[config.mk]
export PLATFORM = sky130hd
export DESIGN_NAME = cpuPortDecode_flat
export DESIGN_NICKNAME = d
export VERILOG_FILES = /design/src/logic/slowVramPkg.sv /design/src/logic/cpuAccessIf.sv /design/src/logic/cpuPortDecode.sv /design/src/flat_wrapper.sv
export SDC_FILE = /design/constraint.sdc
export NUM_CORES = 1
export LEC_CHECK = 0
export BUFFER_PORTS_ARGS = -buffer_cell sky130_fd_sc_hd__clkbuf_2
export CAP_MARGIN = 10
export CORE_ASPECT_RATIO = 0.8
export CORE_MARGIN = 3
export CORE_UTILIZATION = 43
export DETAILED_ROUTE_END_ITERATION = 8
export HOLD_SLACK_MARGIN = 0.1
export PLACE_DENSITY = 0.87
export SETUP_SLACK_MARGIN = 0.4
export SYNTH_ARGS = -nofsm -noshare
export SYNTH_HDL_FRONTEND = slang
export SYNTH_SLANG_ARGS = --single-unit
[constraint.sdc]
create_clock -name clk24M -period 6.3 [get_ports clk24M]
set_clock_uncertainty 0.2 [all_clocks]
set_input_delay 0.945 -clock clk24M [delete_from_list [all_inputs] [get_ports clk24M]]
set_output_delay 0.945 -clock clk24M [all_outputs]
set_load 0.01 [all_outputs]
[src/logic/slowVramPkg.sv]
`default_nettype none

package slowVramPkg;

	// Widths on the slow VRAM side
	typedef logic [14:0] vramAddrT;
	typedef logic [15:0] vramDataT;

	// Fix layer map fields
	typedef logic [11:0] fixTileT;
	typedef logic [3:0] fixPalT;

	// Sprite map fields
	typedef logic [19:0] sprTileT;
	typedef logic [7:0] sprPalT;
	typedef logic [8:0] sprIndexT;
	typedef logic [4:0] tileRowT;

	// One value per cycle of the free-running slot counter
	typedef enum logic [2:0] {
		slotFixAddr,
		slotFixWait,
		slotSprEvenAddr,
		slotSprEvenWait,
		slotSprOddAddr,
		slotSprOddWait,
		slotCpuAddr,
		slotCpuWait
	} slotT;

	// Owner of a word coming out of the RAM
	typedef enum logic [1:0] {
		tagFix,
		tagSprEven,
		tagSprOdd,
		tagCpu
	} readTagT;

	// Fix map lives in the 0x7000 word block
	localparam logic [3:0] fixMapBase = 4'b1110;
	localparam int slotCount = 8;

endpackage

`default_nettype wire

[src/logic/cpuAccessIf.sv]
`timescale 1ns/1ns
`default_nettype none

interface cpuAccessIf (
	input wire clk24M
);

	logic req;
	logic write;
	slowVramPkg::vramAddrT addr;
	slowVramPkg::vramDataT wdata;
	// High for one cycle during the CPU wait slot
	logic done;

	modport requester (
		input clk24M,
		input done,
		output req,
		output write,
		output addr,
		output wdata
	);

	modport server (
		input clk24M,
		input req,
		input write,
		input addr,
		input wdata,
		output done
	);

endinterface

`default_nettype wire

[src/logic/cpuPortDecode.sv]
`timescale 1ns/1ns
`default_nettype none

module cpuPortDecode (
	input wire clk24M,
	input wire rstN,
	input wire psel,
	input wire penable,
	input wire pwrite,
	input wire [15:0] paddr,
	input wire slowVramPkg::vramDataT pwdata,
	output logic pready,
	output logic pslverr,
	cpuAccessIf.requester cpu
);

	logic setupPhase;
	logic acceptSetup;
	logic errPending;

	// Setup phase lasts exactly one cycle
	assign setupPhase = psel && !penable;
	assign acceptSetup = setupPhase && !cpu.req && !errPending;

	always_ff @(posedge clk24M) begin
		if (!rstN) begin
			cpu.req <= 1'b0;
			errPending <= 1'b0;
			pready <= 1'b0;
			pslverr <= 1'b0;
		end else begin
			// Completion is one cycle behind done or the error flag
			pready <= cpu.done || errPending;
			pslverr <= errPending;
			errPending <= 1'b0;

			if (cpu.done) begin
				cpu.req <= 1'b0;
			end else if (acceptSetup) begin
				// Odd byte address never reaches the VRAM
				if (paddr[0]) begin
					errPending <= 1'b1;
				end else begin
					cpu.req <= 1'b1;
				end
			end
		end
	end

	// Request fields stay frozen while req is up
	always_ff @(posedge clk24M) begin
		if (acceptSetup) begin
			cpu.write <= pwrite;
			cpu.addr <= paddr[15:1];
			cpu.wdata <= pwdata;
		end
	end

endmodule

`default_nettype wire

[src/flat_wrapper.sv]
// flat-port wrapper written by rule: the top's interface ports become plain ports
module cpuPortDecode_flat 
  (clk24M, rstN, psel, penable, pwrite, paddr, pwdata, pready, pslverr, cpu_done, cpu_req, cpu_write, cpu_addr, cpu_wdata);
  cpuAccessIf cpu_i (.clk24M(clk24M));
  input wire clk24M;
  input wire rstN;
  input wire psel;
  input wire penable;
  input wire pwrite;
  input wire [15:0] paddr;
  input wire slowVramPkg::vramDataT pwdata;
  output logic pready;
  output logic pslverr;
  input wire logic [$bits(cpu_i.done)-1:0] cpu_done;
  output wire logic [$bits(cpu_i.req)-1:0] cpu_req;
  output wire logic [$bits(cpu_i.write)-1:0] cpu_write;
  output wire logic [$bits(cpu_i.addr)-1:0] cpu_addr;
  output wire logic [$bits(cpu_i.wdata)-1:0] cpu_wdata;
  assign cpu_i.done = cpu_done;
  assign cpu_req = cpu_i.req;
  assign cpu_write = cpu_i.write;
  assign cpu_addr = cpu_i.addr;
  assign cpu_wdata = cpu_i.wdata;
  cpuPortDecode u_core (.clk24M(clk24M), .rstN(rstN), .psel(psel), .penable(penable), .pwrite(pwrite), .paddr(paddr), .pwdata(pwdata), .pready(pready), .pslverr(pslverr), .cpu(cpu_i));
endmodule
* After elaboration in Yosys (flattened, before gate mapping)
Cells that the tools add are included.
** Storage, ports and cells
- Register bits after elaboration :: 36
- Bits of input ports :: 38
- Output and inout port bits :: 35
- Word-level logic and storage cells :: 21
** Cells by class
- Multiplexer cells :: 1
- Bitwise operators :: 3
- Reduce and logical (&&, ||, !) cells :: 10
** Operators with widths (number)
- $logic_and 1x1->1 :: 3
- $logic_not 1->1 :: 3
- $not 1->1 :: 3
- $reduce_or 3->1 :: 1
- $reduce_and 2->1 :: 1
- $reduce_or 2->1 :: 1
- $logic_or 1x1->1 :: 1
- $mux 1 :: 1

* Depth between registers and ports, before layout
- Word-level depth :: 6
- Gate-level depth with buffers :: 2

* Worst setup path before layout
Ideal clock, no wire load.
- Path type :: input port to flip-flop
- Start point :: input port psel
- End point :: register u_core.cpu.addr[0], enable pin
- Library setup time :: 443 ps
- Arrival :: 2793 ps
- Path slack :: 2865 ps
- Stages :: 1
- Path buffers :: 0
- Cells stage by stage :: nor4b_2
** On the way
- Word-level cells in the longest chain between the ends :: 3
** Ends and longest elaborated chain
- start: declaration :: RTL line flat_wrapper.sv:7 : input wire psel;
- $logic_and 1x1->1 :: RTL line cpuPortDecode.sv:22 : assign setupPhase = psel && !penable;
- $logic_and 1x1->1 (2 in a row) :: RTL line cpuPortDecode.sv:23 : assign acceptSetup = setupPhase && !cpu.req && !errPending;
- end signal: assignment :: RTL line cpuPortDecode.sv:54 : cpu.addr <= paddr[15:1];
- end: declaration :: RTL line cpuAccessIf.sv:20 : output addr,
Every way passes these cells.
A chain may end at the register's enable or synchronous reset.

* Final worst setup path
- Start point :: input port penable
- End point :: register u_core.cpu.wdata[12], enable pin
** On the way
- Word-level cells in the longest chain between the ends :: 4
** Ends and longest elaborated chain
- start: declaration :: RTL line flat_wrapper.sv:8 : input wire penable;
- $logic_not 1->1 :: RTL line cpuPortDecode.sv:22
- $logic_and 1x1->1 :: RTL line cpuPortDecode.sv:22
- $logic_and 1x1->1 (2 in a row) :: RTL line cpuPortDecode.sv:23
- net u_core.acceptSetup :: RTL line cpuPortDecode.sv:18 : logic acceptSetup;
- end signal: assignment :: RTL line cpuPortDecode.sv:55 : cpu.wdata <= pwdata;
- end: declaration :: RTL line cpuAccessIf.sv:21 : output wdata
The timed path passes the listed nets, and every way through them passes these cells.

==> results.md <==
* Status: complete, no violations
* First-pass GRT wire length at 3.29 mm
* Syn_nets at 81
* Startpoint types: primary input
* Root Driver: clkbuf_4
* Die area at 3210 um2
* Crit path from: penable
* Crit path depth at 3
* Leakage at 0.703 nW
* CTS Buf Count at 5
* Count leader, synth: edfxtp_1
* Clk pin slew, worst setup/hold paths at approximately 90 ps
* Initial antenna violation count at 0
* Netlist cell types at 9
* Post-synth top cells: edfxtp_1, dfxtp_1
* Slowest stage delay, CP at between 700 and 800 ps
* Synth Flop Type: edfxtp_1
* Minimum clock period at 2390 ps
* Flop-to-flop setup slack at approximately 4200 ps
* Clock Latency Late Sink at ~320 ps
* Worst Path Required at 6110 ps
* Hold WC Path Type: reg -> reg
* Core box area at 2290 um2
* F_max at 419 MHz
* Post-DP Area at about 1500 um2
* Initial core utilization at 48.1%
* Tcrit/Tclk final at between 30% and 40%
* Worst relative slew slack at a little over two fifths
* Slew Limit Fails at 0
* Bufs on Longest Clock Path at 2
* Routability cong. at approximately 0.70
* Final wirelength at about 2.0 mm
* GRT Overall Usage at roughly 14%
* Post-CTS setup repair buffer count at 0
* Total gr overflow at 0
* Layout cells sized above 1 at 65.0%
* Post_cts resized at 0
* Chip width at around 63 um
* Crit Path Category: in -> reg
* Fin nets at roughly 160
* Worst EP arrival at around 2200 ps
* Slew @ Worst Pin at around 870 ps
* CTS sink count at 36
* Register area share after synthesis at between 90% and 100%
* H-tree depth at 2
* CP endpoint kind: register
* Bufs and invs on worst path at 2
* Top post-synthesis cells by area: edfxtp_1, dfxtp_1, nor4b_2, o211a_1, and4_1
* Post-synth top area share at between 80% and 90%
* Synth Cell Area at approximately 1100 um2
* Total power at between 0.4 and 0.5 mW
* Worst vdd ir at 0.168 mV
* CP endpoint: u_core.cpu.wdata[12]
* Crit-path cells: clkbuf_2 -> nor4b_4 -> buf_4
* Synthesized instance count at 43
* FP Rows at 15
* DR pass1 iterations at 4
* Cts-stage hold buffer count at 0
* Post-synth EDFFs at 32
* ANT nets after route at 0
* Seq cells post-synth at 36
* Syn_area_per_cell at between 20 and 30 um2
* Drt wl/cell at 13.0 um
* Post-synth top area cell: edfxtp_1
* Vias per cell at 4.44
* RSZ-0062 raised after global routing: false
* Largest net degree at the start of global routing at 21
* Initial drt markers at 15
* Largest delay share family, worst path: simple AND/OR/NAND/NOR gates
* IO buf count at 72
* # diodes at 0
* PwrDens at ~260 nW/um2
* CP max-delay cell: nor4b_4
* R2R cell count at 2
* CTS tree: done
* Hold path cells at 1
* Worst Path Max Fanout at 20
* Fin. Hold Viols at 0
* Die H at approximately 50 um
* Vias in the first global route at 669
* Total of warnings raised by yosys at 0
* Setup TNS at 0 ps
* Vias at between 600 and 700
* Worst reg2reg endpoint: u_core.cpu.wdata[12]
* Design area at around 1600 um2
* Fraction of registers with async set/reset at 0%
* DRC violations left at 0
* Number of setup violations in the final report at 0
* Max Cap Viol at 0
* RR Startpoint: u_core.cpu.req
* Num ports at 73
* Area Overhead vs Synth at 42.1%
[worst reg2reg max path: stages (launching register included)]
cell,delay [ps]
dfxtp_1,360
nor4b_4,800
buf_4,410
[per-stage QoR]
step	hold WS [ps]	setup slack, ps	utilization (%)	instances
6_report	396	3910	68.4	157
5_1_grt	428	3810	68.4	157
4_1_cts	400	3900	68.4	157
3_5_place_dp	389	3540	66.4	150
3_3_place_gp	341	3650	66.4	150
2_1_floorplan	285	2860	-	43
[logic make-up (layout without fill, tap and decap cells)]
group	count (synthesis)	count (layout)	synth area share (%)
compound gates	2	2	1.59
buf+inv	1	81	0.340
flops	36	36	94.4
simple gates	4	4	3.63
[layer usage]
metal / up-vias / wire length (um) / track usage [%] / part of all wire (%)
met5: - / 0 / 0 / 0
met1: 313 / 744 / 14.0 / 37
met2: 52 / 954 / 23.4 / 47
li1: 330 / - / - / -
met3: 2 / 319 / 10.3 / 16
met4: 0 / 18 / 4.40 / 0.88
[where the power goes]
group / switching, mW / internal, mW / total, mW
registers: 0.00270 / 0.271 / 0.274
logic: 0.0162 / 0.0155 / 0.0318
clock network: 0.0649 / 0.0389 / 0.104
total: 0.0839 / 0.326 / 0.410
[placed cells by master, fill, tap and decap left out]
cell and instances:
clkbuf_2 72, edfxtp_1 32, clkbuf_4 5, dfxtp_1 4
clkinv_1 2, nor4b_4 1, and2_2 1, o21a_1 1
nor4b_1 1, inv_1 1, o211a_1 1, and4_1 1
buf_4 1
[worst min path at each step]
stage | start | to | slack (ps)
2_1_floorplan | u_core.errPending | u_core.pready | 280
3_3_place_gp | u_core.errPending | u_core.pready | 340
3_5_place_dp | u_core.errPending | u_core.pready | 390
4_1_cts | u_core.errPending | u_core.pready | 400
5_1_grt | u_core.errPending | u_core.pready | 430
6_report | u_core.errPending | u_core.pready | 400
[state kept, by name, summed over array words and instances (netlist names)]
name,cells
u_core.cpu.addr,15
u_core.cpu.wdata,16
u_core.pready,1
u_core.cpu.req,1
u_core.errPending,1
u_core.pslverr,1
u_core.cpu.write,1
[area by class of cell]
| type | count | area, um2 |
|---|---|---|
| flip-flops and latches | 36 | 1040 |
| repair buffers | 73 | 368 |
| clock buffers | 5 | 37.5 |
| fillers | 174 | 723 |
| well taps | 34 | 42.5 |
| multi-input cells | 6 | 66.3 |
| clock inverters | 2 | 7.51 |
| inverters | 1 | 3.75 |
No activity file was read; power rests on OpenSTA's default activity.
