`config.mk`:
```
export PLATFORM = sky130hd
export DESIGN_NAME = mapLatch_flat
export DESIGN_NICKNAME = d
export VERILOG_FILES = /design/src/logic/slowVramPkg.sv /design/src/logic/readStreamIf.sv /design/src/logic/mapLatch.sv /design/src/flat_wrapper.sv
export SDC_FILE = /design/constraint.sdc
export NUM_CORES = 1
export LEC_CHECK = 0
export ABC_AREA = 1
export ABC_CLOCK_PERIOD_IN_PS = 2050
export CAP_MARGIN = 10
export CORE_MARGIN = 2
export CORE_UTILIZATION = 49
export CTS_CLUSTER_SIZE = 28
export DETAILED_ROUTE_END_ITERATION = 8
export DONT_BUFFER_PORTS = 1
export PLACE_DENSITY = 0.67
export RECOVER_POWER = 100
export SYNTH_ARGS = -nofsm -noshare
export SYNTH_HDL_FRONTEND = slang
export SYNTH_SLANG_ARGS = --single-unit
```
`constraint.sdc`:
```
create_clock -name clk24M -period 2.05 [get_ports clk24M]
set_input_delay 0.205 -clock clk24M [delete_from_list [all_inputs] [get_ports clk24M]]
set_output_delay 0.205 -clock clk24M [all_outputs]
set_load 0.01 [all_outputs]
```
`src/logic/slowVramPkg.sv`:
```
`default_nettype none

package slowVramPkg;

	// Widths on the slow VRAM side
	typedef logic [14:0] vramAddrT;
	typedef logic [15:0] vramDataT;

	// Fix layer map fields
	typedef logic [11:0] fixTileT;
	typedef logic [3:0] fixPalT;

	// Sprite map fields
	typedef logic [19:0] sprTileT;
	typedef logic [7:0] sprPalT;
	typedef logic [8:0] sprIndexT;
	typedef logic [4:0] tileRowT;

	// One value per cycle of the free-running slot counter
	typedef enum logic [2:0] {
		slotFixAddr,
		slotFixWait,
		slotSprEvenAddr,
		slotSprEvenWait,
		slotSprOddAddr,
		slotSprOddWait,
		slotCpuAddr,
		slotCpuWait
	} slotT;

	// Owner of a word coming out of the RAM
	typedef enum logic [1:0] {
		tagFix,
		tagSprEven,
		tagSprOdd,
		tagCpu
	} readTagT;

	// Fix map lives in the 0x7000 word block
	localparam logic [3:0] fixMapBase = 4'b1110;
	localparam int slotCount = 8;

endpackage

`default_nettype wire

```
`src/logic/readStreamIf.sv`:
```
`timescale 1ns/1ns
`default_nettype none

interface readStreamIf;

	logic valid;
	slowVramPkg::readTagT tag;
	// Registered RAM output tied in at the top level
	slowVramPkg::vramDataT data;

	modport source (
		output valid,
		output tag
	);

	modport sink (
		input valid,
		input tag,
		input data
	);

endinterface

`default_nettype wire

```
`src/logic/mapLatch.sv`:
```
`timescale 1ns/1ns
`default_nettype none

module mapLatch (
	input wire clk24M,
	input wire rstN,
	readStreamIf.sink rd,
	output slowVramPkg::fixTileT fixTile,
	output slowVramPkg::fixPalT fixPal,
	output slowVramPkg::sprTileT sprTile,
	output slowVramPkg::sprPalT sprPal,
	output logic sprVflip,
	output logic sprHflip,
	output logic [1:0] sprAutoAnim,
	output slowVramPkg::vramDataT cpuReadData
);

	// Low 16 tile bits wait here for the odd word
	slowVramPkg::vramDataT sprEvenHold;

	always_ff @(posedge clk24M) begin
		if (rd.valid && rd.tag == slowVramPkg::tagSprEven) begin
			sprEvenHold <= rd.data;
		end
	end

	always_ff @(posedge clk24M) begin
		if (!rstN) begin
			fixTile <= '0;
			fixPal <= '0;
			sprTile <= '0;
			sprPal <= '0;
			sprVflip <= 1'b0;
			sprHflip <= 1'b0;
			sprAutoAnim <= 2'b00;
			cpuReadData <= '0;
		end else if (rd.valid) begin
			unique case (rd.tag)
				slowVramPkg::tagFix: begin
					fixTile <= rd.data[11:0];
					fixPal <= rd.data[15:12];
				end
				slowVramPkg::tagSprOdd: begin
					// All sprite fields switch on the same edge
					sprTile <= {rd.data[7:4], sprEvenHold};
					sprPal <= rd.data[15:8];
					sprAutoAnim <= rd.data[3:2];
					sprVflip <= rd.data[1];
					sprHflip <= rd.data[0];
				end
				slowVramPkg::tagCpu: begin
					cpuReadData <= rd.data;
				end
				default: begin
					// Even word only goes to the hold register
				end
			endcase
		end
	end

endmodule

`default_nettype wire

```
`src/flat_wrapper.sv`:
```
// flat-port wrapper written by rule: the top's interface ports become plain ports
module mapLatch_flat 
  (clk24M, rstN, fixTile, fixPal, sprTile, sprPal, sprVflip, sprHflip, sprAutoAnim, cpuReadData, rd_valid, rd_tag, rd_data);
  readStreamIf rd_i ();
  input wire clk24M;
  input wire rstN;
  output slowVramPkg::fixTileT fixTile;
  output slowVramPkg::fixPalT fixPal;
  output slowVramPkg::sprTileT sprTile;
  output slowVramPkg::sprPalT sprPal;
  output logic sprVflip;
  output logic sprHflip;
  output logic [1:0] sprAutoAnim;
  output slowVramPkg::vramDataT cpuReadData;
  input wire logic [$bits(rd_i.valid)-1:0] rd_valid;
  input wire logic [$bits(rd_i.tag)-1:0] rd_tag;
  input wire logic [$bits(rd_i.data)-1:0] rd_data;
  assign rd_i.valid = rd_valid;
  assign rd_i.tag = rd_tag;
  assign rd_i.data = rd_data;
  mapLatch u_core (.clk24M(clk24M), .rstN(rstN), .rd(rd_i), .fixTile(fixTile), .fixPal(fixPal), .sprTile(sprTile), .sprPal(sprPal), .sprVflip(sprVflip), .sprHflip(sprHflip), .sprAutoAnim(sprAutoAnim), .cpuReadData(cpuReadData));
endmodule
```
* Word-level counts from Yosys, hierarchy flattened
Cells that the tools add are included.
Word-level totals: register bits 80, input bits 21, output and inout bits 64, word-level logic and storage cells 17
Cells by class: eq/ne operators 3, reduce and logical (&&, ||, !) cells 5
Operator list (number):
- $reduce_and 2->1 | 3
- $eq 2x2->1 const B | 2
- $eq 2x1->1 const B | 1
- $logic_not 2->1 | 1
- $logic_and 1x1->1 | 1

* Longest topological paths before layout
depth in word-level cells 2, gate-level depth with buffers 6, depth with buffers taken out 5

* Worst setup path after synthesis
Ideal clock, no wire load.
kind input-to-reg, start input port rd_valid, end register u_core.sprEvenHold[0], enable pin, library setup time 413 ps, arrival 1815 ps, data required time 1637 ps, setup slack -178 ps, stages 3, path buffers 2, cells stage by stage buf_2 buf_2 nor3b_1
On the way: cells in the longest elaborated chain, start to end 1
Ends and longest elaborated chain:
- start, declared | RTL line flat_wrapper.sv:15 | input wire logic [$bits(rd_i.valid)-1:0] rd_valid;
- $logic_and 1x1->1 | RTL line mapLatch.sv:22 | if (rd.valid && rd.tag == slowVramPkg::tagSprEven) begin
- end signal, assigned | RTL line mapLatch.sv:23 | sprEvenHold <= rd.data;
- end, declared | RTL line mapLatch.sv:19 | slowVramPkg::vramDataT sprEvenHold;
Every way passes these cells. A chain may end at the register's enable or synchronous reset.

* Worst setup path in the final report
start input port rd_tag[1], end register u_core.fixTile[5]
On the way: cells in the longest elaborated chain, start to end 2
Ends and longest elaborated chain:
- start, declared | RTL line flat_wrapper.sv:16 | input wire logic [$bits(rd_i.tag)-1:0] rd_tag;
- $logic_not 2->1 | RTL line mapLatch.sv:38 | unique case (rd.tag)
- $reduce_and 2->1 (no source line)
- end signal, assigned | RTL line mapLatch.sv:40 | fixTile <= rd.data[11:0];
- end, declared | RTL line mapLatch.sv:8 | output slowVramPkg::fixTileT fixTile,
Every way passes these cells.

==> metrics.txt <==
status finished clean; largest net degree at the start of global routing 65; Synth Instances 428; clock tree buffer depth 2; count of antenna-violating nets left after detailed routing 0; starting utilization of the core area 49.99%; share of cells above drive strength 1 4.260%; # H-tree levels 3; row count 29; clock tree root buffer cell sky130_fd_sc_hd__clkbuf_8; Num CTS Buffers 9; Reg2Reg Capture Point u_core.sprPal[4]$_SDFFE_PN0P_; via count 2,451; setup bufs post-CTS 0; CTS clk-pin slew, worst paths 0.08 ns; Floorplan Core Area 6277 sq um; total negative slack 0 ns; hold depth 2; Worst Path Max Fanout 15; Worst R2R Setup Slack 1.31 ns; DRC violation total after the first TritonRoute iteration 127; Syn. warnings 0; final count of negative-setup-slack endpoints 0; highest-count cells in the layout ignoring fill and taps sky130_fd_sc_hd__nor2_1 (113), sky130_fd_sc_hd__nand2_1 (112), sky130_fd_sc_hd__inv_1 (65); NumNets Final 462; class of the most critical setup path input port to register; classification of the worst-slack hold path input port to register; sequence of cells on the critical path nor2_1 -> clkbuf_1 -> nand3_1 -> nand2_1 -> nor2_1; Worst Path Required 2.28 ns; fraction of the core area covered by cells at the end of the flow 56.99%; Finished Layout Cells 523; register bit total from synthesis 80; Hold Crit Start rd_data[8]; portion of the clock cycle consumed by the worst path in the final layout 65.44%; total detailed-routing wirelength 7258 um; highest metal layer used by the detailed router met4; drt pass-1 iters 4; Clock Skew 0.002483 ns; Fin. Hold Viols 0; GRT Residual Overflow 0; met1 routed wirelength after detailed routing 3187 um; Chip Height 84.03 um; width of the chip 84.03 um; remaining design rule violation count 0; WL per Instance 13.88 um; cell mode on critical path sky130_fd_sc_hd__nor2_1; CP max stage delay 0.65 ns; leakage power 0.001783 uW; amount of wire on met2 after detailed routing 3381 um; antenna violations before repair 0; CTS tree yes; worst relative slew slack 20.78%; placed cell count 487; Max stage delay cell, worst path sky130_fd_sc_hd__nor2_1; Post-Synthesis Cell Area 3138 sq um; count of max-cap constraint violations 0; beginning of the worst register-to-register path u_core.sprPal[4]$_SDFFE_PN0P_; total nets after synthesis 449; mean instance size in the synthesized netlist 7.332 sq um; floorplan die area 7060 sq um; clk_lat worst skew 0.33 ns; # diodes 0; # port buffers 0; first-pass GRT wire length 11,610 um; total global routing track utilization 21.15%; Crit. End Element register; maximum VDD drop 0.4866 mV; sequential fraction of the synthesis area 56.14%; number of top-level pins 85; number of unique standard cell types used by synthesis 12; final RePlAce weighted congestion 0.7603; final critical path time including I/O delays and setup 1.342 ns; transition at the pin with the smallest max-transition slack 1.188 ns; RSZ-0062 raised after global routing no; vias per std cell 4.686; total power divided by cell area 886.4 nW/um^2; estimated wirelength of the detail-placed design 4413 um; data arrival time of the critical path 1.57 ns; met3 WL post-DR 620 um; number of global-route vias before repair 2,326; most frequent standard cell in the layout excluding fill and tap cells sky130_fd_sc_hd__nor2_1; CTS Sinks 80; number of pins with negative max-slew slack in the final report 0; number of cell instances on the worst register-to-register path 4; synthesis-to-finish area growth 14.00%; WHS Endpoint u_core.sprPal[0]$_SDFFE_PN0P_; Critical Path Source Type input port; maximum operating frequency 745.4 MHz
[per-layer routing]
metal | vias to the layer above | global-route usage, %
met1 | 1084 | 27.23
met3 | 6 | 7.616
li1 | 1288 | -
met4 | 0 | 7.625
met2 | 73 | 32.76
met5 | - | 0
[logic make-up (layout without fill, tap and decap cells)]
family	Yosys count	in the layout	share of synthesized area (%)
simple gates	244	244	30.18
buf+inv	88	106	11.12
flops	80	80	56.14
compound gates	16	16	2.552
[cells in the mapped netlist]
cell type,number,area [sq um]
sky130_fd_sc_hd__clkbuf_1,5,18.77
sky130_fd_sc_hd__nand3_2,1,10.01
sky130_fd_sc_hd__nand2_1,112,420.4
sky130_fd_sc_hd__buf_1,3,11.26
sky130_fd_sc_hd__buf_2,15,75.07
sky130_fd_sc_hd__dfxtp_1,64,1281
sky130_fd_sc_hd__edfxtp_1,16,480.5
sky130_fd_sc_hd__a21oi_1,16,80.08
sky130_fd_sc_hd__inv_1,65,244.0
sky130_fd_sc_hd__nor2_1,113,424.2
sky130_fd_sc_hd__nor3b_1,1,7.510
sky130_fd_sc_hd__nand3_1,17,85.08
[worst max-delay path: cells and delay by family]
kind / cells / cell delay, ns
buffers and inverters: 1 / 0.44
AND/OR/NAND/NOR: 4 / 0.91
[flip-flops by register name, indices dropped and copies added, names as in the netlist]
name / count
u_core.fixTile: 12
u_core.sprAutoAnim: 2
u_core.cpuReadData: 16
u_core.sprTile: 20
u_core.fixPal: 4
u_core.sprPal: 8
u_core.sprEvenHold: 16
u_core.sprVflip: 1
u_core.sprHflip: 1
[power by group]
part	switching (uW)	internal [uW]	leakage, uW
logic	138	97.6	0.00100
registers	80.0	1690	0.000671
clock network	536	633	0.000108
total	754	2420	0.00178
[how the worst max path moves through the flow]
stage	startpoint	slack (ns)	end
finish	rd_tag[1]	0.71	u_core.fixTile[5]$_SDFFE_PN0P_
floorplan	rd_valid	0.39	u_core.sprEvenHold[0]$_DFFE_PP_
global placement	rd_tag[1]	0.89	u_core.fixTile[4]$_SDFFE_PN0P_
global route	rd_tag[1]	0.55	u_core.fixTile[1]$_SDFFE_PN0P_
detailed placement	rd_tag[1]	0.85	u_core.fixTile[5]$_SDFFE_PN0P_
CTS	u_core.fixTile[11]$_SDFFE_PN0P_	1.08	fixTile[11]
[what timing repair did]
item,4_1_cts,5_1_grt
resized for setup,0,0
hold buffers,18,2
hold endpoints to repair,77,2
[stage by stage]
stage	setup WS, ns	power, uW	hold WS [ns]	area, sq um
global placement	0.8915	1973	0.3042	3174
finish	0.7085	3171	0.01102	3577
CTS	1.079	3204	0.00002875	3578
global route	0.5484	3309	0.003958	3577
floorplan	0.3945	1965	0.3039	3143
detailed placement	0.8509	1982	0.3041	3174
[area by class of cell]
class	count	area, sq um
clock inverters	5	53.80
multi-input cells	260	1027
inverters	65	244.0
clock buffers	11	152.6
well taps	77	96.34
flip-flops and latches	80	1762
fillers	627	2700
repair buffers	25	241.5
(Power assumes the default switching activity.)
