===== src/logic/slowVramPkg.sv =====
`default_nettype none

package slowVramPkg;

	// Widths on the slow VRAM side
	typedef logic [14:0] vramAddrT;
	typedef logic [15:0] vramDataT;

	// Fix layer map fields
	typedef logic [11:0] fixTileT;
	typedef logic [3:0] fixPalT;

	// Sprite map fields
	typedef logic [19:0] sprTileT;
	typedef logic [7:0] sprPalT;
	typedef logic [8:0] sprIndexT;
	typedef logic [4:0] tileRowT;

	// One value per cycle of the free-running slot counter
	typedef enum logic [2:0] {
		slotFixAddr,
		slotFixWait,
		slotSprEvenAddr,
		slotSprEvenWait,
		slotSprOddAddr,
		slotSprOddWait,
		slotCpuAddr,
		slotCpuWait
	} slotT;

	// Owner of a word coming out of the RAM
	typedef enum logic [1:0] {
		tagFix,
		tagSprEven,
		tagSprOdd,
		tagCpu
	} readTagT;

	// Fix map lives in the 0x7000 word block
	localparam logic [3:0] fixMapBase = 4'b1110;
	localparam int slotCount = 8;

endpackage

`default_nettype wire


===== src/logic/cpuAccessIf.sv =====
`timescale 1ns/1ns
`default_nettype none

interface cpuAccessIf (
	input wire clk24M
);

	logic req;
	logic write;
	slowVramPkg::vramAddrT addr;
	slowVramPkg::vramDataT wdata;
	// High for one cycle during the CPU wait slot
	logic done;

	modport requester (
		input clk24M,
		input done,
		output req,
		output write,
		output addr,
		output wdata
	);

	modport server (
		input clk24M,
		input req,
		input write,
		input addr,
		input wdata,
		output done
	);

endinterface

`default_nettype wire


===== src/logic/readStreamIf.sv =====
`timescale 1ns/1ns
`default_nettype none

interface readStreamIf;

	logic valid;
	slowVramPkg::readTagT tag;
	// Registered RAM output tied in at the top level
	slowVramPkg::vramDataT data;

	modport source (
		output valid,
		output tag
	);

	modport sink (
		input valid,
		input tag,
		input data
	);

endinterface

`default_nettype wire


===== src/logic/slotSequencer.sv =====
`timescale 1ns/1ns
`default_nettype none

module slotSequencer (
	input wire clk24M,
	input wire rstN,
	input wire [5:0] fixColumn,
	input wire [4:0] fixRow,
	input wire slowVramPkg::sprIndexT sprIndex,
	input wire slowVramPkg::tileRowT tileRow,
	cpuAccessIf.server cpu,
	output slowVramPkg::vramAddrT ramAddr,
	output logic ramWrite,
	output slowVramPkg::vramDataT ramWdata,
	readStreamIf.source rd
);

	slowVramPkg::slotT slot;
	slowVramPkg::vramAddrT fixAddr;
	slowVramPkg::vramAddrT sprEvenAddr;
	slowVramPkg::vramAddrT sprOddAddr;
	logic cpuServe;

	// Free-running slot counter
	always_ff @(posedge clk24M) begin
		if (!rstN) begin
			slot <= slowVramPkg::slotFixAddr;
		end else if (slot == slowVramPkg::slotT'(slowVramPkg::slotCount - 1)) begin
			slot <= slowVramPkg::slotFixAddr;
		end else begin
			slot <= slowVramPkg::slotT'(slot + 3'd1);
		end
	end

	assign fixAddr = {slowVramPkg::fixMapBase, fixColumn, fixRow};
	// Word bit picks the even or odd half of a sprite map entry
	assign sprEvenAddr = {sprIndex, tileRow, 1'b0};
	assign sprOddAddr = {sprIndex, tileRow, 1'b1};

	assign cpuServe = (slot == slowVramPkg::slotCpuAddr) && cpu.req;

	// Address mux holds through each wait slot
	always_comb begin
		unique case (slot)
			slowVramPkg::slotFixAddr,
			slowVramPkg::slotFixWait: ramAddr = fixAddr;
			slowVramPkg::slotSprEvenAddr,
			slowVramPkg::slotSprEvenWait: ramAddr = sprEvenAddr;
			slowVramPkg::slotSprOddAddr,
			slowVramPkg::slotSprOddWait: ramAddr = sprOddAddr;
			default: ramAddr = cpu.addr;
		endcase
	end

	assign ramWrite = cpuServe && cpu.write;
	assign ramWdata = cpu.wdata;

	always_ff @(posedge clk24M) begin
		if (!rstN) begin
			cpu.done <= 1'b0;
			rd.valid <= 1'b0;
			rd.tag <= slowVramPkg::tagFix;
		end else begin
			cpu.done <= cpuServe;
			rd.valid <= 1'b0;
			// Tag lines up with the registered RAM word
			unique case (slot)
				slowVramPkg::slotFixAddr: begin
					rd.valid <= 1'b1;
					rd.tag <= slowVramPkg::tagFix;
				end
				slowVramPkg::slotSprEvenAddr: begin
					rd.valid <= 1'b1;
					rd.tag <= slowVramPkg::tagSprEven;
				end
				slowVramPkg::slotSprOddAddr: begin
					rd.valid <= 1'b1;
					rd.tag <= slowVramPkg::tagSprOdd;
				end
				slowVramPkg::slotCpuAddr: begin
					// Idle CPU slot issues nothing
					rd.valid <= cpu.req;
					rd.tag <= slowVramPkg::tagCpu;
				end
				default: begin
					rd.valid <= 1'b0;
				end
			endcase
		end
	end

endmodule

`default_nettype wire


===== src/flat_wrapper.sv =====
// flat-port wrapper written by rule: the top's interface ports become plain ports
module slotSequencer_flat 
  (clk24M, rstN, fixColumn, fixRow, sprIndex, tileRow, ramAddr, ramWrite, ramWdata, cpu_req, cpu_write, cpu_addr, cpu_wdata, cpu_done, rd_valid, rd_tag);
  cpuAccessIf cpu_i (.clk24M(clk24M));
  readStreamIf rd_i ();
  input wire clk24M;
  input wire rstN;
  input wire [5:0] fixColumn;
  input wire [4:0] fixRow;
  input wire slowVramPkg::sprIndexT sprIndex;
  input wire slowVramPkg::tileRowT tileRow;
  output slowVramPkg::vramAddrT ramAddr;
  output logic ramWrite;
  output slowVramPkg::vramDataT ramWdata;
  input wire logic [$bits(cpu_i.req)-1:0] cpu_req;
  input wire logic [$bits(cpu_i.write)-1:0] cpu_write;
  input wire logic [$bits(cpu_i.addr)-1:0] cpu_addr;
  input wire logic [$bits(cpu_i.wdata)-1:0] cpu_wdata;
  output wire logic [$bits(cpu_i.done)-1:0] cpu_done;
  output wire logic [$bits(rd_i.valid)-1:0] rd_valid;
  output wire logic [$bits(rd_i.tag)-1:0] rd_tag;
  assign cpu_i.req = cpu_req;
  assign cpu_i.write = cpu_write;
  assign cpu_i.addr = cpu_addr;
  assign cpu_i.wdata = cpu_wdata;
  assign cpu_done = cpu_i.done;
  assign rd_valid = rd_i.valid;
  assign rd_tag = rd_i.tag;
  slotSequencer u_core (.clk24M(clk24M), .rstN(rstN), .fixColumn(fixColumn), .fixRow(fixRow), .sprIndex(sprIndex), .tileRow(tileRow), .cpu(cpu_i), .ramAddr(ramAddr), .ramWrite(ramWrite), .ramWdata(ramWdata), .rd(rd_i));
endmodule

===== config.mk =====
export PLATFORM = sky130hd
export DESIGN_NAME = slotSequencer_flat
export DESIGN_NICKNAME = d
export VERILOG_FILES = /design/src/logic/slowVramPkg.sv /design/src/logic/cpuAccessIf.sv /design/src/logic/readStreamIf.sv /design/src/logic/slotSequencer.sv /design/src/flat_wrapper.sv
export SDC_FILE = /design/constraint.sdc
export NUM_CORES = 1
export LEC_CHECK = 0
export BUFFER_PORTS_ARGS = -buffer_cell sky130_fd_sc_hd__buf_2
export CORE_MARGIN = 5
export CORE_UTILIZATION = 33
export CTS_CLUSTER_DIAMETER = 80
export DETAILED_ROUTE_END_ITERATION = 12
export PLACE_DENSITY = 0.77
export SYNTH_ARGS = -nofsm -noshare
export SYNTH_HDL_FRONTEND = slang
export SYNTH_SLANG_ARGS = --single-unit

===== constraint.sdc =====
create_clock -name clk24M -period 1.8 [get_ports clk24M]
set_input_delay 0.18 -clock clk24M [delete_from_list [all_inputs] [get_ports clk24M]]
set_output_delay 0.18 -clock clk24M [all_outputs]
set_load 0.05 [all_outputs]

; After elaboration in Yosys (flattened, before gate mapping)
; Index checks and enable logic that the tools add are counted.
; W data, S select, Z words.
[classes]
n_addsub = 1
n_eq_ne = 7
n_mux = 3
bitwise_logic = 1
n_reduce_logical = 9
[ops]
columns = cell, n
row1 = $pmux W15 S3, 1
row2 = $eq A3 B3 Y1 const B, 4
row3 = $pmux W2 S4, 1
row4 = $reduce_or A2 Y1, 4
row5 = $eq A3 B2 Y1 const B, 2
row6 = $reduce_bool A4 Y1, 1
row7 = $add A3 B1 Y3 const B, 1
row8 = $eq A3 B1 Y1 const B, 1
row9 = $logic_not A3 Y1, 1
row10 = $reduce_or A3 Y1, 1
row11 = $logic_and A1 B1 Y1, 2
row12 = $pmux W1 S2, 1
row13 = $not A1 Y1, 1
[word_totals]
regBits = 7
in_bits = 60
out_inout_bits = 36
wordCells = 25

; Logic depth before layout (Yosys ltp)
; Gate-level depths: netlist (run 1).
[logic_depth]
word_depth = 3
depth_mapped = 7

; Worst setup path after synthesis (run 1)
; OpenSTA, ideal clock, no wires.
[synth_timing]
path_kind = register to output
start = reg u_core.slot[2]
end = out ramAddr[12]
arrival_time_ps = 2180
required_ps = 1620
path_slack_ps = -560
stages_incl_launch_ff = 7
n_path_buf = 2
cell_sequence = dfxtp_1 buf_4 inv_1 ha_1 nor4_4 buf_6 mux2i_1
[synth_via]
elab_chain_cells = 3
[synth_lines]
columns = element, line
row1 = start: declaration, slotSequencer.sv:18  ; slowVramPkg::slotT slot;
row2 = start signal: assignment, slotSequencer.sv:27  ; slot <= slowVramPkg::slotFixAddr;
row3 = start signal: assignment, slotSequencer.sv:29  ; slot <= slowVramPkg::slotFixAddr;
row4 = start signal: assignment, slotSequencer.sv:31  ; slot <= slowVramPkg::slotT'(slot + 3'd1);
row5 = $eq A3 B3 Y1 (tied with other cells), slotSequencer.sv:44  ; unique case (slot)
row6 = $reduce_or A2 Y1, slotSequencer.sv:44
row7 = $pmux W15 S3 *, slotSequencer.sv:44
row8 = end: declaration, flat_wrapper.sv:12  ; output slowVramPkg::vramAddrT ramAddr;
; Every way passes the cells marked *; elsewhere a longest branch is shown, timed or not.

; Worst setup path after layout (run 1)
[layout_timing]
start = reg u_core.slot[0]
end = out ramAddr[13]
; The elaborated chain is that of the path after synthesis.

==> summary.txt, run 1 <==
Die Y = 60.06 um
Flops & latches, synth = 7
Critical path buffers and inverters = 2
Number of port buffers = 63
Die area = 0.003607 sq mm
Crit-path slowest cell = dfxtp_4
Top Family by Delay on Critical Path = buffers and inverters
Startpoint Class = register
Worst-Skew Late Latency = 0.27 ns
Detailed Place HPWL = 2.220 mm
Clk network pwr share = 0.143
Final WS setup = -0.3089 ns
DR DRC count = 0
Synth Area in Compound Gates = 0.2254
Final hold slack = 0.2110 ns
Critical Path End Type = output pin
FF+latch area = 146.4 sq um
Aggregate routed wire length = 2.686 mm
Outcome = complete, but fails checks
Clock sinks = 7
WL/cell = 14.60 um
Vias in the first global route = 908
Die W = 60.06 um
Internal = 0.0005696 W
Root Buffer = clkbuf_4
Iter 0 DRT Violations = 19
CP Max Fanout = 14
Max Cap Viol = 0
Final setup fails = 15
Area of the multi-input gates = 635.6 sq um
P&R area growth vs syn = 61.42%
Setup TNS = -3.727 ns
Mean Syn Cell Area = 8.439 sq um
Net Sw Frac = 0.4860
Clock slew at reported path FFs = 0.06 ns
Critical path class = reg -> out
Warnings, synthesis = 0
Yosys top cell by area = dfxtp_1
Syn Inst Count = 98
Mux share of post-synthesis cell area = 0.03631
Area contributors post-synth = dfxtp_1 (17%), buf_4 (15%), a221o_1 (12%), ha_1 (11%), and2_1 (6.8%)
Worst path max stage delay = 0.36 ns
Adder-cell area share of the yosys netlist = 0.1059
RePlAce Congestion = 0.8037
Detail Route Antenna Nets = 0
Psw = 0.0005386 W
Net count after synthesis = 165
Final period utilization = 1.172
Post-synthesis simple-gate area fraction = 0.2269
Dpl ws = -0.1411 ns
Distinct cells, synth = 24
Minimum clock period = 2.109 ns
Comb pwr share = 0.699
Slew @ Worst Pin = 0.3409 ns
Fin nets = 222
Part of the power in registers = 0.158
Initial antenna violation count = 0
Slew Limit Headroom = 0.7727
Worst path cell trace = ha_4 > ha_4 > nor4_4 > buf_12 > mux2i_4 > buf_6
Total number of vias = 915
Reg2reg setup slack = 0.58 ns
Total GRT Usage = 0.1458
IO Pins = 96
Register area share after synthesis = 0.1694
Fmax = 474.2 MHz
Worst hold path type = in -> reg
Skew final = 0.01055 ns
Starting density of the core = 0.3400
CTS hold repair buffers = 0
Clock Tree Buf Depth = 2
Pre-Repair DR Iteration Count = 4
RSZ-0062 raised after global routing = true
Pins Over Slew Limit = 0
H-tree Lvls = 1
Max VDD drop = 0.5537 mV
Final hold violations = 0
Largest net degree at the start of global routing = 15
Placeable core area = 0.002432 sq mm
Global-route wire length before repair = 3.981 mm
Crit path DAT = 1.93 ns
Synthesized cell area = 827.0 sq um
Post-synth top area share = 0.1694
Drt via density = 4.973
Largest family of logic cells by synthesized area = buffers and inverters
Worst Path Required = 1.62 ns
P_leak = 0.6424 nW
XOR/XNOR Fraction of Synth Area = 0
TritonCTS buffer count = 3
Rows = 18
Ant diodes = 0
Power Dens Cells = 830.1 mW/mm^2
Ratio of cells with drive above 1 in the final layout = 0.6883
Violated checks = setup timing
CTS tree = built
Fillers = 219
Most used cell, CP = ha_4
Total global routing overflow = 0
==> synth_stat cells (all sizes together) <==
master   number
nor2b         1
nor4          1
a31oi         1
nand2b        2
nor3          1
nand2         2
and4          2
inv           9
nor4b         1
mux2i         3
a21boi        3
o21a          1
o21ba         1
nand3         1
dfxtp         7
buf          20
nor2          9
o2bb2ai       1
ha            7
and2         10
o21ai         5
a221o        10
==> power groups by stage <==
| stage | clock network (W) | logic, W | registers, W |
|---|---|---|---|
| 6_report | 0.000158 | 0.000774 | 0.000175 |
| 5_1_grt | 0.000169 | 0.000820 | 0.000177 |
| 4_1_cts | 0.000163 | 0.000779 | 0.000175 |
| 3_5_place_dp | 0 | 0.000689 | 0.000179 |
| 3_3_place_gp | 0 | 0.000673 | 0.000178 |
| 2_1_floorplan | 0 | 0.000602 | 0.000195 |
==> registers in the layout, summed over array words and instances (netlist names) <==
register	count
u_core.rd.tag	2
u_core.rd.valid	1
u_core.slot	3
u_core.cpu.done	1
==> cells by family after synthesis <==
group,Yosys count
AOI/OAI and AO/OA,22
adders and majority gates,7
buffers and inverters,29
DFF,7
muxes,3
and+or+nand+nor,30
==> per-layer routing <==
metal / part of all wire / track usage / vias up
li1: - / - / 441
met1: 0.31 / 0.1539 / 393
met2: 0.51 / 0.2593 / 69
met3: 0.15 / 0.04104 / 12
met4: 0.036 / 0.07595 / 0
met5: 0 / 0 / -
==> stage by stage <==
step	util	power, W	std cells	area (sq um)
finish	0.5489	0.001108	184	1335
global route	0.5489	0.001166	184	1335
CTS	0.5489	0.001117	184	1335
detailed placement	0.4938	0.0008673	180	1201
global placement	0.4938	0.0008505	180	1201
floorplan	-	0.0007972	98	933.4
==> worst paths after layout <==
kind / start / to / depth (start not counted)
max: u_core.slot[0] / ramAddr[13] / 6
min: rstN / u_core.rd.valid / 2
max reg2reg: u_core.slot[0] / u_core.rd.tag[1] / 6
min reg2reg: u_core.rd.tag[0] / u_core.rd.tag[0] / 2
==> worst register-to-register path: stages, from the launching register on <==
cell and delay (ns):
dfxtp_4 0.38, inv_2 0.08, ha_4 0.20, buf_4 0.16, nor2_1 0.14, nand2_1 0.07
a21boi_0 0.13
==> cell type report <==
cell class,instances,area share
Tap cell,30,0.02812
Sequential cell,7,0.1097
Timing Repair Buffer,72,0.3411
Multi-Input combinational cell,62,0.4761
Clock buffer,4,0.01968
Inverter,9,0.02530
==> what timing repair did <==
item,in CTS,in global routing
resized for setup,29,0
buffers inserted,0,0
pin swaps,1,0
endpoints found under the hold margin,0,0
endpoints found under the setup margin,15,15
==> cell usage in the layout, fill, tap and decap left out, drive strengths merged <==
cell type	count
a221o	10
nand2b	2
o2bb2ai	1
inv	9
o21ai	5
o21a	1
and2	10
nor4b	1
mux2i	3
nand2	2
and4	2
a21boi	3
o21ba	1
a31oi	1
ha	7
clkbuf	4
nor2b	1
nor3	1
nor2	9
buf	72
dfxtp	7
nand3	1
nor4	1
Note: power is estimated with default switching activity, not from simulation.
==> run 2, diff against run 1 <==
--- a/config.mk
+++ b/config.mk
@@ -5,9 +5,10 @@
 export SDC_FILE = /design/constraint.sdc
 export NUM_CORES = 1
 export LEC_CHECK = 0
+export ABC_AREA = 1
 export BUFFER_PORTS_ARGS = -buffer_cell sky130_fd_sc_hd__buf_2
 export CORE_MARGIN = 5
-export CORE_UTILIZATION = 33
+export CORE_UTILIZATION = 34
 export CTS_CLUSTER_DIAMETER = 80
 export DETAILED_ROUTE_END_ITERATION = 12
 export PLACE_DENSITY = 0.77
==> run 2 against run 1 <==
Compared with the run above:
- the run still ends with setup timing left
- setup slack gained 0.29 ns
- sequential power grew 3%
- fmax grew 16%
- area after synthesis grew 5.7%
- critical path type unchanged
- critical endpoint is now ramAddr[12]
- highest routed layer unchanged
==> summary.txt, run 2 <==
Clock sinks = 7 (unchanged)
Psw = 0.0006013 W (+12%)
Startpoint Class = register
Root Buffer = clkbuf_4
Slew @ Worst Pin = 0.2520 ns (-0.08893 ns)
Vias in the first global route = 1,054 (+16%)
Starting density of the core = 0.3530 (+0.01301)
TritonCTS buffer count = 3 (unchanged)
Number of synthesized flops with an enable pin = 0 (unchanged)
Part of the power in registers = 0.147 (-0.011)
Launch point of the worst reg-to-reg path = u_core.slot[1]
Net count after synthesis = 201 (+22%)
Final period utilization = 1.008 (-0.1636)
Violated checks = setup timing
Max Cap Viol = 0 (unchanged)
Worst path cell trace = inv_4 > ha_4 > nor2_4 > buf_4 > buf_12 > nand3_4 > nand2_2 > nand3_2 > buf_6
Worst Path Required = 1.62 ns (about the same)
Iter 0 DRT Violations = 20 (+1)
Syn Inst Count = 134 (+37%)
Comb pwr share = 0.735 (+0.036)
Flops & latches, synth = 7 (unchanged)
P&R area growth vs syn = 80.54%
R2r worst-path depth = 6 (unchanged)
Regs by FF count = u_core.slot x3, u_core.rd.tag x2
Reg2reg setup slack = 0.55 ns (-0.03 ns)
Drt via density = 4.854 (-2.4%)
Critical path class = reg -> out
Placeable core area = 0.002477 sq mm (+1.9%)
Most common cell after layout, fill and taps aside = buf_2
Final hold violations = 0 (unchanged)
Ys async rst share = 0 (unchanged)
Outcome = complete, but fails checks
Area contributors post-synth = dfxtp_1 (16%), buf_4 (15%), nand3_1 (11%), ha_1 (10%), nand2_1 (9.0%)
Met3 GRT Util = 0.02766 (-0.01338)
Global-route wire length before repair = 4.457 mm (+12%)
RePlAce Congestion = 0.7864 (-2.2%)
Max VDD drop = 0.5450 mV (-1.6%)
Die area = 0.003687 sq mm (+2.2%)
FF+latch area = 147.6 sq um (+0.86%)
Final WS setup = -0.01446 ns (+0.2944 ns)
Net Sw Frac = 0.4897 (+0.003681)
Total GRT Usage = 0.1599 (+0.01411)
Clk network pwr share = 0.118 (-0.025)
Rows = 18 (unchanged)
P_leak = 0.8586 nW (+34%)
Worst-Skew Late Latency = 0.26 ns (about the same)
Skew final = 0.003377 ns (-0.007174 ns)
Initial antenna violation count = 0 (unchanged)
Critical Path End Type = output pin
Distinct cells, synth = 22 (-8.3%)
Hold EP = u_core.rd.tag[0]
Mean Syn Cell Area = 6.527 sq um (-23%)
Max FFs per register = 3 (unchanged)
Total number of vias = 1,097 (+20%)
Total global routing overflow = 0 (unchanged)
Fin nets = 264 (+19%)
Aggregate routed wire length = 3.144 mm (+17%)
Fmax = 551.1 MHz (+16%)
Slew Limit Headroom = 0.8332 (+0.06044)
CTS hold repair buffers = 0 (unchanged)
CTS tree = built
Minimum clock period = 1.814 ns (-0.2944 ns)
Pins Over Slew Limit = 0 (unchanged)
Count leader, synth = nand2_1
Warnings, synthesis = 0 (unchanged)
CP Max Fanout = 7 (-7)
Final hold slack = 0.1799 ns (-0.03111 ns)
Die Y = 60.72 um (+1.1%)
Met1 GRT Util = 0.1635 (+0.009528)
Largest net degree at the start of global routing = 13 (-2)
Hold Crit Depth = 3 (+1)
Fillers = 234 (+6.8%)
Internal = 0.0006267 W (+10%)
Ant diodes = 0 (unchanged)
FF-to-FF End = u_core.rd.tag[1]
Top FF cell, synth = dfxtp_1
RSZ-0062 raised after global routing = true
Detailed Place HPWL = 2.113 mm (-4.8%)
WL/cell = 13.91 um (-4.7%)
DR DRC count = 0 (unchanged)
Crit-path slowest cell = dfxtp_4
Detail Route Antenna Nets = 0 (unchanged)
Worst hold path type = in -> reg
Post-synth top area share = 0.1602 (-0.009211)
IO Pins = 96 (unchanged)
Clock slew at reported path FFs = 0.05 ns (about the same)
Setup TNS = -0.02606 ns (+3.701 ns)
Yosys top cell by area = dfxtp_1
Ratio of cells with drive above 1 in the final layout = 0.6173 (-0.07096)
Area of the multi-input gates = 694.4 sq um (+9.3%)
Final setup fails = 3 (-12)
Register area share after synthesis = 0.1602 (-0.009211)
Worst path max stage delay = 0.39 ns (+0.03 ns)
Clock Tree Buf Depth = 2 (unchanged)
Worst Hold Launch = rstN
Met2 Use GR = 0.3084 (+0.04914)
Largest register by flop count = u_core.slot
Synthesized cell area = 874.6 sq um (+5.7%)
Crit path DAT = 1.63 ns (-0.30 ns)
H-tree Lvls = 1 (unchanged)
Grt peak-use layer = met2
Core Util, Final = 0.6374 (+0.08851)
Most frequent cells in the layout = buf_2 (48), buf_6 (14), inv_1 (13), nand2_1 (12), buf_4 (12)
Pre-Repair DR Iteration Count = 4 (unchanged)
Synth cell count leaders = nand2_1 (21), nand3_1 (20), buf_4 (18)
Number of port buffers = 63 (unchanged)
Power Dens Cells = 777.7 mW/mm^2 (-6.3%)
Die W = 60.72 um (+1.1%)
[run 2: worst max-delay path by stage]
stage / from / slack, ns / to
after detailed placement: u_core.slot[0] / -0.02 / ramAddr[5]
after global placement: u_core.slot[0] / 0.02 / ramAddr[7]
after global routing: u_core.slot[0] / -0.08 / ramAddr[0]
after floorplan: u_core.slot[0] / 0.02 / ramAddr[2]
after CTS: u_core.slot[0] / 0.004 / ramAddr[12]
final: u_core.slot[0] / -0.01 / ramAddr[12]
[run 2: final cells by class]
| class | instances | area share |
|---|---|---|
| inverter | 18 | 0.04913 |
| clock buffer | 4 | 0.01664 |
| multi-input combinational | 87 | 0.4398 |
| tap | 30 | 0.02377 |
| timing repair buffer | 80 | 0.3772 |
| sequential | 7 | 0.09350 |
[run 2: repair_timing]
action,4_1_cts,5_1_grt
setup endpoints to repair,15,16
resized for setup,59,27
pin swaps,4,4
setup buffers,5,2
cloned,2,0
[run 2: cells by family after synthesis]
group           synth area share
compound gates            0.1359
fa+ha+maj                 0.1001
buf+inv                   0.2604
flops                     0.1602
simple gates              0.3434
[run 2: critical path: cells and delay by family (launching register included)]
kind | cells | cell delay (ns)
adders and majority gates | 1 | 0.17
buffers and inverters | 4 | 0.47
DFF | 1 | 0.39
and+or+nand+nor | 4 | 0.35
[run 2: stage by stage]
step / std cells / worst slack, ns / instance area [sq um] / power, W
floorplan: 134 / 0.01746 / 889.6 / 0.0007464
global placement: 213 / 0.01753 / 1155 / 0.0008217
detailed placement: 213 / -0.01723 / 1155 / 0.0008279
CTS: 224 / 0.003957 / 1451 / 0.001164
global route: 226 / -0.07658 / 1579 / 0.001298
finish: 226 / -0.01446 / 1579 / 0.001228
[run 2: layer usage]
layer	vias up	wire length [um]
met4	0	68
met1	492	1156
met3	13	246
li1	553	-
met5	-	0
met2	39	1673
[run 2: power by group through the flow]
stage | clock (W) | combinational, W | sequential (W)
2_1_floorplan | 0 | 0.000545 | 0.000201
3_3_place_gp | 0 | 0.000643 | 0.000178
3_5_place_dp | 0 | 0.000649 | 0.000179
4_1_cts | 0.000148 | 0.000838 | 0.000177
5_1_grt | 0.000161 | 0.000955 | 0.000183
6_report | 0.000145 | 0.000902 | 0.000180
